### src/uart_pkg.sv
package uart_pkg;

    // Bus data word
    typedef logic [31:0] word_t;

    // Bit period in clock cycles, 4 or more
    typedef logic [23:0] divider_t;

    typedef enum logic [1:0] {
        DATA_FIVE  = 2'd0,
        DATA_SIX   = 2'd1,
        DATA_SEVEN = 2'd2,
        DATA_EIGHT = 2'd3
    } data_bits_t;

    typedef enum logic [1:0] {
        PARITY_NONE = 2'd0,
        PARITY_EVEN = 2'd1,
        PARITY_ODD  = 2'd2
    } parity_t;

    typedef enum logic {
        STOP_ONE = 1'b0,
        STOP_TWO = 1'b1
    } stop_t;

    // Register ports on the bus
    typedef enum logic [3:0] {
        PORT_CONFIG = 4'd0,
        PORT_STATUS = 4'd1,
        PORT_READ   = 4'd2,
        PORT_WRITE  = 4'd3
    } port_t;

    // Status word bit positions
    localparam int unsigned STAT_RX_READY   = 0;
    localparam int unsigned STAT_TX_FULL    = 1;
    localparam int unsigned STAT_TX_IDLE    = 2;
    localparam int unsigned STAT_PARITY_ERR = 3;
    localparam int unsigned STAT_FRAME_ERR  = 4;
    localparam int unsigned STAT_OVERRUN    = 5;

    // 16 entries per FIFO
    localparam int unsigned FIFO_ADDR_WIDTH = 4;

    // 8-N-1, 115200 baud from 50 MHz
    localparam word_t CONFIG_RESET = {
        divider_t'(434),
        3'b000,
        STOP_ONE,
        PARITY_NONE,
        DATA_EIGHT
    };

endpackage

### src/uart_fifo.sv
`timescale 1ns/1ps

module uart_fifo #(
    parameter int DATA_WIDTH = 8,
    parameter int ADDR_WIDTH = 4
) (
    input  logic                  clk_i,
    input  logic                  rst_n_i,
    input  logic                  push_i,
    input  logic [DATA_WIDTH-1:0] wr_data_i,
    input  logic                  pop_i,
    output logic [DATA_WIDTH-1:0] rd_data_o,
    output logic                  rd_valid_o,
    output logic                  full_o
);

    localparam logic [ADDR_WIDTH:0] DEPTH = {1'b1, {ADDR_WIDTH{1'b0}}};

    logic [DATA_WIDTH-1:0] mem [1 << ADDR_WIDTH];

    // Extra MSB tells full from empty
    logic [ADDR_WIDTH:0] wr_ptr;
    logic [ADDR_WIDTH:0] rd_ptr;
    logic [ADDR_WIDTH:0] level;
    logic                do_push;
    logic                do_pop;

    assign level      = wr_ptr - rd_ptr;
    assign full_o     = (level == DEPTH);
    assign rd_valid_o = (level != '0);

    assign do_push = push_i && !full_o;
    assign do_pop  = pop_i && rd_valid_o;

    // Show-ahead head
    assign rd_data_o = mem[rd_ptr[ADDR_WIDTH-1:0]];

    always_ff @(posedge clk_i) begin
        if (do_push) begin
            mem[wr_ptr[ADDR_WIDTH-1:0]] <= wr_data_i;
        end
    end

    always_ff @(posedge clk_i or negedge rst_n_i) begin
        if (!rst_n_i) begin
            wr_ptr <= '0;
            rd_ptr <= '0;
        end else begin
            if (do_push) begin
                wr_ptr <= wr_ptr + 1'b1;
            end
            if (do_pop) begin
                rd_ptr <= rd_ptr + 1'b1;
            end
        end
    end

    // Occupancy stays within the buffer over any push/pop sequence
    assert property (
        @(posedge clk_i) disable iff (!rst_n_i)
        level <= DEPTH
    ) else $error("uart_fifo: pointer distance exceeds depth");

endmodule

### src/uart_tx.sv
`timescale 1ns/1ps

module uart_tx
    import uart_pkg::*;
(
    input  logic       clk_i,
    input  logic       rst_n_i,
    input  data_bits_t data_bits_i,
    input  parity_t    parity_i,
    input  stop_t      stop_i,
    input  divider_t   divider_i,
    input  logic [7:0] rd_data_i,
    input  logic       rd_valid_i,
    output logic       pop_o,
    output logic       txd_o,
    output logic       idle_o
);

    typedef enum logic [2:0] {IDLE, START, DATA, PARITY, STOP} state_t;

    state_t     state;
    logic       pop_r;
    logic       txd_r;
    divider_t   bit_timer;
    logic [2:0] bit_index;
    logic [2:0] last_index;
    logic       parity_acc;
    logic [7:0] shift_r;
    data_bits_t data_bits_r;
    parity_t    parity_r;
    stop_t      stop_r;
    divider_t   divider_r;

    assign pop_o      = pop_r;
    assign txd_o      = txd_r;
    assign idle_o     = (state == IDLE);
    assign last_index = {1'b0, data_bits_r} + 3'd4;

    // Byte and frame format, taken with the pop
    always_ff @(posedge clk_i) begin
        if (state == IDLE && pop_r) begin
            shift_r     <= rd_data_i;
            data_bits_r <= data_bits_i;
            parity_r    <= parity_i;
            stop_r      <= stop_i;
            divider_r   <= divider_i;
        end else if (bit_timer == '0 && (state == START || state == DATA)) begin
            shift_r <= shift_r >> 1;
        end
    end

    always_ff @(posedge clk_i or negedge rst_n_i) begin
        if (!rst_n_i) begin
            state      <= IDLE;
            pop_r      <= 1'b0;
            txd_r      <= 1'b1;
            bit_timer  <= '0;
            bit_index  <= '0;
            parity_acc <= 1'b0;
        end else begin
            pop_r <= 1'b0;
            if (state == IDLE) begin
                txd_r <= 1'b1;
                if (pop_r) begin
                    state     <= START;
                    txd_r     <= 1'b0;
                    bit_timer <= divider_i - 1'b1;
                end else if (rd_valid_i) begin
                    pop_r <= 1'b1;
                end
            end else if (bit_timer != '0) begin
                bit_timer <= bit_timer - 1'b1;
            end else begin
                bit_timer <= divider_r - 1'b1;
                case (state)
                    START: begin
                        state      <= DATA;
                        txd_r      <= shift_r[0];
                        parity_acc <= shift_r[0];
                        bit_index  <= '0;
                    end
                    DATA: begin
                        if (bit_index != last_index) begin
                            bit_index  <= bit_index + 1'b1;
                            txd_r      <= shift_r[0];
                            parity_acc <= parity_acc ^ shift_r[0];
                        end else if (parity_r == PARITY_NONE) begin
                            state     <= STOP;
                            txd_r     <= 1'b1;
                            bit_index <= '0;
                        end else begin
                            state <= PARITY;
                            // Odd parity inverts the data XOR
                            txd_r <= parity_acc ^ (parity_r == PARITY_ODD);
                        end
                    end
                    PARITY: begin
                        state     <= STOP;
                        txd_r     <= 1'b1;
                        bit_index <= '0;
                    end
                    STOP: begin
                        if (stop_r == STOP_TWO && bit_index == '0) begin
                            bit_index <= 3'd1;
                        end else begin
                            state <= IDLE;
                        end
                    end
                    default: state <= IDLE;
                endcase
            end
        end
    end

    assert property (
        @(posedge clk_i) disable iff (!rst_n_i)
        state == IDLE |-> txd_o
    ) else $error("uart_tx: line low while idle");

    // Pop lands one cycle after the FIFO was seen valid
    assert property (
        @(posedge clk_i) disable iff (!rst_n_i)
        pop_o |-> rd_valid_i
    ) else $error("uart_tx: pop from empty FIFO");

endmodule

### src/uart_rx.sv
`timescale 1ns/1ps

module uart_rx
    import uart_pkg::*;
(
    input  logic       clk_i,
    input  logic       rst_n_i,
    input  data_bits_t data_bits_i,
    input  parity_t    parity_i,
    input  stop_t      stop_i,
    input  divider_t   divider_i,
    input  logic       rxd_i,
    output logic [7:0] data_o,
    output logic       data_valid_o,
    output logic       parity_err_o,
    output logic       frame_err_o
);

    typedef enum logic [2:0] {IDLE, START, DATA, PARITY, STOP} state_t;

    state_t     state;
    logic       rxd_meta;
    logic       rxd_sync;
    logic       rxd_prev;
    logic       start_edge;
    divider_t   bit_timer;
    logic [2:0] bit_index;
    logic [2:0] last_index;
    logic       parity_acc;
    logic       parity_bad;
    logic       data_valid_r;
    logic       parity_err_r;
    logic       frame_err_r;
    logic [7:0] shift_r;
    logic [7:0] data_out_r;
    logic [1:0] align;
    data_bits_t data_bits_r;
    parity_t    parity_r;
    divider_t   divider_r;

    assign data_o       = data_out_r;
    assign data_valid_o = data_valid_r;
    assign parity_err_o = parity_err_r;
    assign frame_err_o  = frame_err_r;

    assign start_edge = rxd_prev && !rxd_sync;
    assign last_index = {1'b0, data_bits_r} + 3'd4;
    // Short bytes arrive in the top bits of the shifter
    assign align      = 2'd3 - data_bits_r;

    // Two-flop synchroniser plus edge history
    always_ff @(posedge clk_i or negedge rst_n_i) begin
        if (!rst_n_i) begin
            rxd_meta <= 1'b1;
            rxd_sync <= 1'b1;
            rxd_prev <= 1'b1;
        end else begin
            rxd_meta <= rxd_i;
            rxd_sync <= rxd_meta;
            rxd_prev <= rxd_sync;
        end
    end

    always_ff @(posedge clk_i) begin
        if (state == IDLE && start_edge) begin
            data_bits_r <= data_bits_i;
            parity_r    <= parity_i;
            divider_r   <= divider_i;
        end
        if (state == DATA && bit_timer == '0) begin
            shift_r <= {rxd_sync, shift_r[7:1]};
        end
        if (state == STOP && bit_timer == '0) begin
            data_out_r <= shift_r >> align;
        end
    end

    always_ff @(posedge clk_i or negedge rst_n_i) begin
        if (!rst_n_i) begin
            state        <= IDLE;
            bit_timer    <= '0;
            bit_index    <= '0;
            parity_acc   <= 1'b0;
            parity_bad   <= 1'b0;
            data_valid_r <= 1'b0;
            parity_err_r <= 1'b0;
            frame_err_r  <= 1'b0;
        end else begin
            data_valid_r <= 1'b0;
            if (state == IDLE) begin
                if (start_edge) begin
                    state      <= START;
                    bit_timer  <= (divider_i >> 1) - 1'b1;
                    parity_acc <= 1'b0;
                    parity_bad <= 1'b0;
                end
            end else if (bit_timer != '0) begin
                bit_timer <= bit_timer - 1'b1;
            end else begin
                bit_timer <= divider_r - 1'b1;
                case (state)
                    START: begin
                        // Glitch if the line is back high at mid start bit
                        state     <= rxd_sync ? IDLE : DATA;
                        bit_index <= '0;
                    end
                    DATA: begin
                        parity_acc <= parity_acc ^ rxd_sync;
                        bit_index  <= bit_index + 1'b1;
                        if (bit_index == last_index) begin
                            state <= (parity_r == PARITY_NONE) ? STOP : PARITY;
                        end
                    end
                    PARITY: begin
                        state      <= STOP;
                        parity_bad <= (parity_acc ^ rxd_sync) != (parity_r == PARITY_ODD);
                    end
                    STOP: begin
                        state        <= IDLE;
                        data_valid_r <= 1'b1;
                        parity_err_r <= parity_bad;
                        frame_err_r  <= !rxd_sync;
                    end
                    default: state <= IDLE;
                endcase
            end
        end
    end

    assert property (
        @(posedge clk_i) disable iff (!rst_n_i)
        data_valid_o |=> !data_valid_o
    ) else $error("uart_rx: data_valid_o held for two cycles");

endmodule

### src/uart.sv
`timescale 1ns/1ps

module uart
    import uart_pkg::*;
(
    input  logic       clk_i,
    input  logic       rst_n_i,
    input  logic       rxd_i,
    input  logic       chip_select_i,
    input  logic [3:0] addr_i,
    input  logic       read_enable_i,
    input  word_t      write_data_i,
    input  logic [3:0] write_mask_i,
    output logic       interrupt_o,
    output logic       txd_o,
    output word_t      read_data_o
);

    port_t      port;
    word_t      config_r;
    word_t      read_data_r;
    word_t      status_word;
    data_bits_t data_bits;
    parity_t    parity;
    stop_t      stop;
    divider_t   divider;

    logic       bus_read;
    logic       bus_write;
    logic       status_read;
    logic       tx_push;
    logic       rx_pop;

    logic [7:0] rx_byte;
    logic       rx_byte_valid;
    logic       rx_parity_err;
    logic       rx_frame_err;
    logic [7:0] rx_head;
    logic       rx_head_valid;
    logic       rx_full;

    logic [7:0] tx_head;
    logic       tx_head_valid;
    logic       tx_full;
    logic       tx_pop;
    logic       tx_idle;

    logic       parity_err_r;
    logic       frame_err_r;
    logic       overrun_r;

    assign port      = port_t'(addr_i);
    assign data_bits = data_bits_t'(config_r[1:0]);
    assign parity    = parity_t'(config_r[3:2]);
    assign stop      = stop_t'(config_r[4]);
    assign divider   = config_r[31:8];

    assign bus_read    = chip_select_i && read_enable_i;
    assign bus_write   = chip_select_i && !read_enable_i;
    assign status_read = bus_read && port == PORT_STATUS;
    assign rx_pop      = bus_read && port == PORT_READ && rx_head_valid;
    assign tx_push     = bus_write && port == PORT_WRITE && write_mask_i[0];

    assign interrupt_o = rx_head_valid;
    assign read_data_o = read_data_r;

    always_comb begin
        status_word                  = '0;
        status_word[STAT_RX_READY]   = rx_head_valid;
        status_word[STAT_TX_FULL]    = tx_full;
        status_word[STAT_TX_IDLE]    = !tx_head_valid && tx_idle;
        status_word[STAT_PARITY_ERR] = parity_err_r;
        status_word[STAT_FRAME_ERR]  = frame_err_r;
        status_word[STAT_OVERRUN]    = overrun_r;
    end

    always_ff @(posedge clk_i or negedge rst_n_i) begin
        if (!rst_n_i) begin
            config_r <= CONFIG_RESET;
        end else if (bus_write && port == PORT_CONFIG) begin
            for (int i = 0; i < 4; i++) begin
                if (write_mask_i[i]) begin
                    config_r[8*i +: 8] <= write_data_i[8*i +: 8];
                end
            end
        end
    end

    always_ff @(posedge clk_i or negedge rst_n_i) begin
        if (!rst_n_i) begin
            read_data_r <= '0;
        end else if (bus_read) begin
            case (port)
                PORT_CONFIG: read_data_r <= config_r;
                PORT_STATUS: read_data_r <= status_word;
                PORT_READ:   read_data_r <= {23'b0, rx_head_valid, rx_head_valid ? rx_head : 8'h00};
                default:     read_data_r <= '0;
            endcase
        end
    end

    // Sticky flags, a new event beats the clear-on-read
    always_ff @(posedge clk_i or negedge rst_n_i) begin
        if (!rst_n_i) begin
            parity_err_r <= 1'b0;
            frame_err_r  <= 1'b0;
            overrun_r    <= 1'b0;
        end else begin
            if (status_read) begin
                parity_err_r <= 1'b0;
                frame_err_r  <= 1'b0;
                overrun_r    <= 1'b0;
            end
            if (rx_byte_valid && rx_parity_err) begin
                parity_err_r <= 1'b1;
            end
            if (rx_byte_valid && rx_frame_err) begin
                frame_err_r <= 1'b1;
            end
            if ((tx_push && tx_full) || (rx_byte_valid && rx_full)) begin
                overrun_r <= 1'b1;
            end
        end
    end

    uart_rx i_rx (
        .clk_i        (clk_i),
        .rst_n_i      (rst_n_i),
        .data_bits_i  (data_bits),
        .parity_i     (parity),
        .stop_i       (),
        .divider_i    (divider),
        .rxd_i        (rxd_i),
        .data_o       (rx_byte),
        .data_valid_o (rx_byte_valid),
        .parity_err_o (rx_parity_err),
        .frame_err_o  (rx_frame_err)
    );

    uart_fifo #(
        .DATA_WIDTH (8),
        .ADDR_WIDTH (FIFO_ADDR_WIDTH)
    ) rx_fifo (
        .clk_i      (clk_i),
        .rst_n_i    (rst_n_i),
        .push_i     (rx_byte_valid),
        .wr_data_i  (rx_byte),
        .pop_i      (rx_pop),
        .rd_data_o  (rx_head),
        .rd_valid_o (rx_head_valid),
        .full_o     (rx_full)
    );

    uart_fifo #(
        .DATA_WIDTH (8),
        .ADDR_WIDTH (FIFO_ADDR_WIDTH)
    ) tx_fifo (
        .clk_i      (clk_i),
        .rst_n_i    (rst_n_i),
        .push_i     (tx_push),
        .wr_data_i  (write_data_i[7:0]),
        .pop_i      (tx_pop),
        .rd_data_o  (tx_head),
        .rd_valid_o (tx_head_valid),
        .full_o     (tx_full)
    );

    uart_tx i_tx (
        .clk_i       (clk_i),
        .rst_n_i     (rst_n_i),
        .data_bits_i (data_bits),
        .parity_i    (parity),
        .stop_i      (stop),
        .divider_i   (divider),
        .rd_data_i   (tx_head),
        .rd_valid_i  (tx_head_valid),
        .pop_o       (tx_pop),
        .txd_o       (txd_o),
        .idle_o      (tx_idle)
    );

endmodule

### config.mk
export PLATFORM = sky130hd
export DESIGN_NAME = uart
export DESIGN_NICKNAME = d
export VERILOG_FILES = /design/src/uart_pkg.sv /design/src/uart_fifo.sv /design/src/uart_tx.sv /design/src/uart_rx.sv /design/src/uart.sv
export SDC_FILE = /design/constraint.sdc
export NUM_CORES = 1
export LEC_CHECK = 0
export ABC_AREA = 1
export BUFFER_PORTS_ARGS = -buffer_cell sky130_fd_sc_hd__buf_4
export CELL_PAD_IN_SITES_DETAIL_PLACEMENT = 1
export CELL_PAD_IN_SITES_GLOBAL_PLACEMENT = 2
export CORE_ASPECT_RATIO = 2
export CORE_MARGIN = 5
export CORE_UTILIZATION = 41
export CTS_BUF_LIST = sky130_fd_sc_hd__clkbuf_16
export DETAILED_ROUTE_END_ITERATION = 7
export GPL_ROUTABILITY_DRIVEN = 1
export MAX_ROUTING_LAYER = met4
export PLACE_DENSITY = 0.82
export SLEW_MARGIN = 5
export SYNTH_ARGS = -nofsm -noshare
export SYNTH_HDL_FRONTEND = slang
export SYNTH_SLANG_ARGS = --single-unit
### constraint.sdc
create_clock -name clk_i -period 3.6 [get_ports clk_i]
set_clock_uncertainty 0.2 [all_clocks]
set_input_delay 0.18 -clock clk_i [delete_from_list [all_inputs] [get_ports clk_i]]
set_output_delay 0.18 -clock clk_i [all_outputs]
set_load 0.01 [all_outputs]
==> metrics.yaml <==
finalHoldViolCount: 0
min_path_type: "input pin to flip-flop"
vias: 17100
pwr-share-clk: 0.311
viasPerCell: 5.328
synth_top_area_frac: 0.4428
synth_ff_type: "edfxtp_1"
internal_power_uw: 10230
required_ps: 3860
cts_tree: "done"
synthTopCellsByArea: "edfxtp_1 (44%), dfrtp_1 (16%), nand2_1 (8.6%), nor2_1 (4.9%), nand3_1 (3.3%)"
wirelength_um: 71940
setup_tns_ps: 0
hold-path-cell-count: 4
power_switching_uw: 5311
dpl.hpwl_um: 51300
finalSetupViolCount: 0
min_period_over_period: 0.8806
grt_usage: 0.2436
maxSlewHeadroom: 0.2442
core_area_mm2: 0.05526
p_leak_uw: 0.01047
drcViolationCount: 0
clkTransAtPathRegs_ps: 70
timing.rr.end: "tx_fifo.mem[1][6]"
tightestPinTransition_ps: 1133
rsz0062_at_grt: "false"
fillers: 6223
start_kind: "input pin"
antenna_found_initial: 1
grt_max_degree: 67
start_util: 0.4136
maxSlewViolCount: 0
synthArstFlopShare: 0.3192
seq_power_share: 0.434
die_area_mm2: 0.06085
ys_top_cells_by_count: "nand2_1 (524), edfxtp_1 (337), nor2_1 (300)"
endpoint: "config_r[27]"
comb_power_share: 0.254
synth_nets: 2361
clockBufferDepth: 3
startpoint: "addr_i[1]"
stdcell_area_mm2: 0.02631
clk_latency_ps: 600
cts_sinks: 495
syn_area_mm2: 0.02285
fin_cells: 3209
cts_resized: 0
r2r-start: "tx_fifo.wr_ptr[1]"
post-route-min-period_ps: 3170
post_cts_buffers: 0
maxCapViolCount: 0
grt_pass1_wl_um: 110100
dr.pass1.iters: 5
wire_per_inst_um: 22.42
ys_ff_latch: 495
dp.cells: 3082
ys_seq_area_frac: 0.6164
grt_pass1_vias: 18520
crit_fanout: 16
final_layout_size_suffix_gt1_frac: 0.1335
ys.warnings.count: 0
r2r_cells: 13
numCtsBuffers: 45
synth_area_leader_cell: "edfxtp_1"
io_buffers: 78
cts_root_buffer: "clkbuf_16"
yosysUniqueCellTypes: 53
synth_edf_count: 337
fp.dieW_um: 176.9
fin_nets: 2496
die-height_um: 343.9
drt-initial-drc-count: 955
max_freq_ghz: 0.3154
drtAntennaViolNets: 0
status: "finished, final reports clean"
h-tree-depth: 2
gr-total-overflow: 0
powerDensity_mw_per_mm2: 590.9
place.gp.congestion: 0.9217
peakVddDrop_mv: 0.3926
worstPathArrival_ps: 3430
swShare: 0.3416
path_class: "input pin to flip-flop"
endpoint_kind: "flip-flop"
syn_inst: 2293
syn_to_final_growth_pct: 15.11
yosysMostFrequentCell: "nand2_1"
postPlaceCellArea_mm2: 0.02441
avgSynthCellArea_um2: 9.966
rrSetupSlack_ps: 440
io_pins: 79
rows: 122
-- how the worst min path moves through the flow --
stage | start | endpoint | slack, ps
finish | write_mask_i[3] | config_r[25] | 40
global route | rxd_i | i_rx.rxd_meta | 50
CTS | write_mask_i[3] | config_r[31] | 1
detailed placement | rst_n_i | read_data_o[28] | 40
global placement | rst_n_i | i_tx.bit_timer[23] | 30
floorplan | rst_n_i | config_r[10] | -320
-- layout make-up --
| cell class | instances | area [µm²] | area share |
|---|---|---|---|
| flip-flops and latches | 495 | 14090 | 0.5356 |
| multi-input cells | 1529 | 7705 | 0.2929 |
| well taps | 744 | 930.9 | 0.03539 |
| clock inverters | 38 | 321.6 | 0.01222 |
| inverters | 184 | 690.7 | 0.02625 |
| diodes | 1 | 2.502 | 0.00009512 |
| repair buffers | 173 | 1440 | 0.05474 |
| clock buffers | 45 | 1126 | 0.04281 |
-- flip-flops by register name, indices dropped and copies added (netlist names), 5 cells and up --
register	flops
i_tx.divider_r	24
rx_fifo.rd_ptr	5
tx_fifo.wr_ptr	5
read_data_o	32
i_rx.data_o	8
tx_fifo.mem	128
i_rx.bit_timer	24
i_tx.shift_r	8
i_rx.divider_r	24
rx_fifo.wr_ptr	5
tx_fifo.rd_ptr	5
i_rx.shift_r	8
config_r	32
i_tx.bit_timer	24
rx_fifo.mem	128
-- routing by layer --
layer	GRT usage	part of all wire	routed length, µm	vias to the layer above
met4	0.08583	0.038	2728	0
met2	0.4612	0.56	40570	294
met1	0.2640	0.37	26910	8576
met3	0.02111	0.024	1733	140
met5	-	0	0	-
li1	-	-	-	8087
-- what timing repair did --
action,in CTS,in global routing
endpoints found under the hold margin,283,0
setup endpoints to repair,0,0
hold buffers,43,0
-- stage by stage --
stage	hold slack [ps]	worst slack, ps	total power, µW	utilization
3_5_place_dp	36.72	438.2	10790	0.4417
5_1_grt	52.00	167.4	16360	0.4761
4_1_cts	1.009	409.5	15710	0.4760
6_report	39.91	429.7	15550	0.4761
3_3_place_gp	33.13	578.3	10670	0.4417
2_1_floorplan	-315.6	463.8	9461	-
-- cells in the final DEF (no fill, tap or decap), drive strengths merged, types with 3 or more instances in the layout --
master / instances
clkinvlp: 7
mux2: 13
or2: 3
o22a: 7
nor3: 9
dlygate4sd3: 42
inv: 195
a221oi: 7
a31oi: 20
xnor2: 8
bufinv: 3
o21bai: 3
buf: 131
dfstp: 11
nand4: 17
clkinv: 17
dfrtp: 147
edfxtp: 337
ha: 23
o21ai: 144
nand3: 174
nand2: 539
o211ai: 3
a32o: 13
mux2i: 7
xor2: 19
nor2: 347
a22oi: 12
o31ai: 23
nand3b: 7
o221ai: 3
a21oi: 92
clkbuf: 45
o22ai: 25
-- critical path, cell delays in order --
cell	delay [ps]
dlygate4sd3_1	550
buf_4	150
nor3_2	150
dlygate4sd3_1	560
buf_4	250
inv_1	90
nor2_1	140
buf_4	230
nand2_1	330
nor2_1	190
dlygate4sd3_1	570
a21oi_1	40
-- kinds of logic (layout without fill, tap and decap cells) --
| group | count (synthesis) | after routing | synth area share |
|---|---|---|---|
| xor gates and xnor gates | 27 | 27 | 0.01035 |
| DFF | 495 | 495 | 0.6164 |
| other | 0 | 1 | 0 |
| adders and majority gates | 23 | 23 | 0.01259 |
| AOI/OAI and AO/OA | 360 | 360 | 0.09264 |
| and+or+nand+nor | 1099 | 1099 | 0.2116 |
| buffers and inverters | 269 | 440 | 0.04697 |
| muxes | 20 | 20 | 0.009472 |
-- power groups by stage --
stage               clock, µW  combinational, µW  sequential (µW)
global route             5160               4410             6790
CTS                      4960               4000             6750
finish                   4840               3950             6750
floorplan                   0               2700             6760
detailed placement          0               3920             6870
global placement            0               3820             6860
Power figures use the tool's default switching activity.
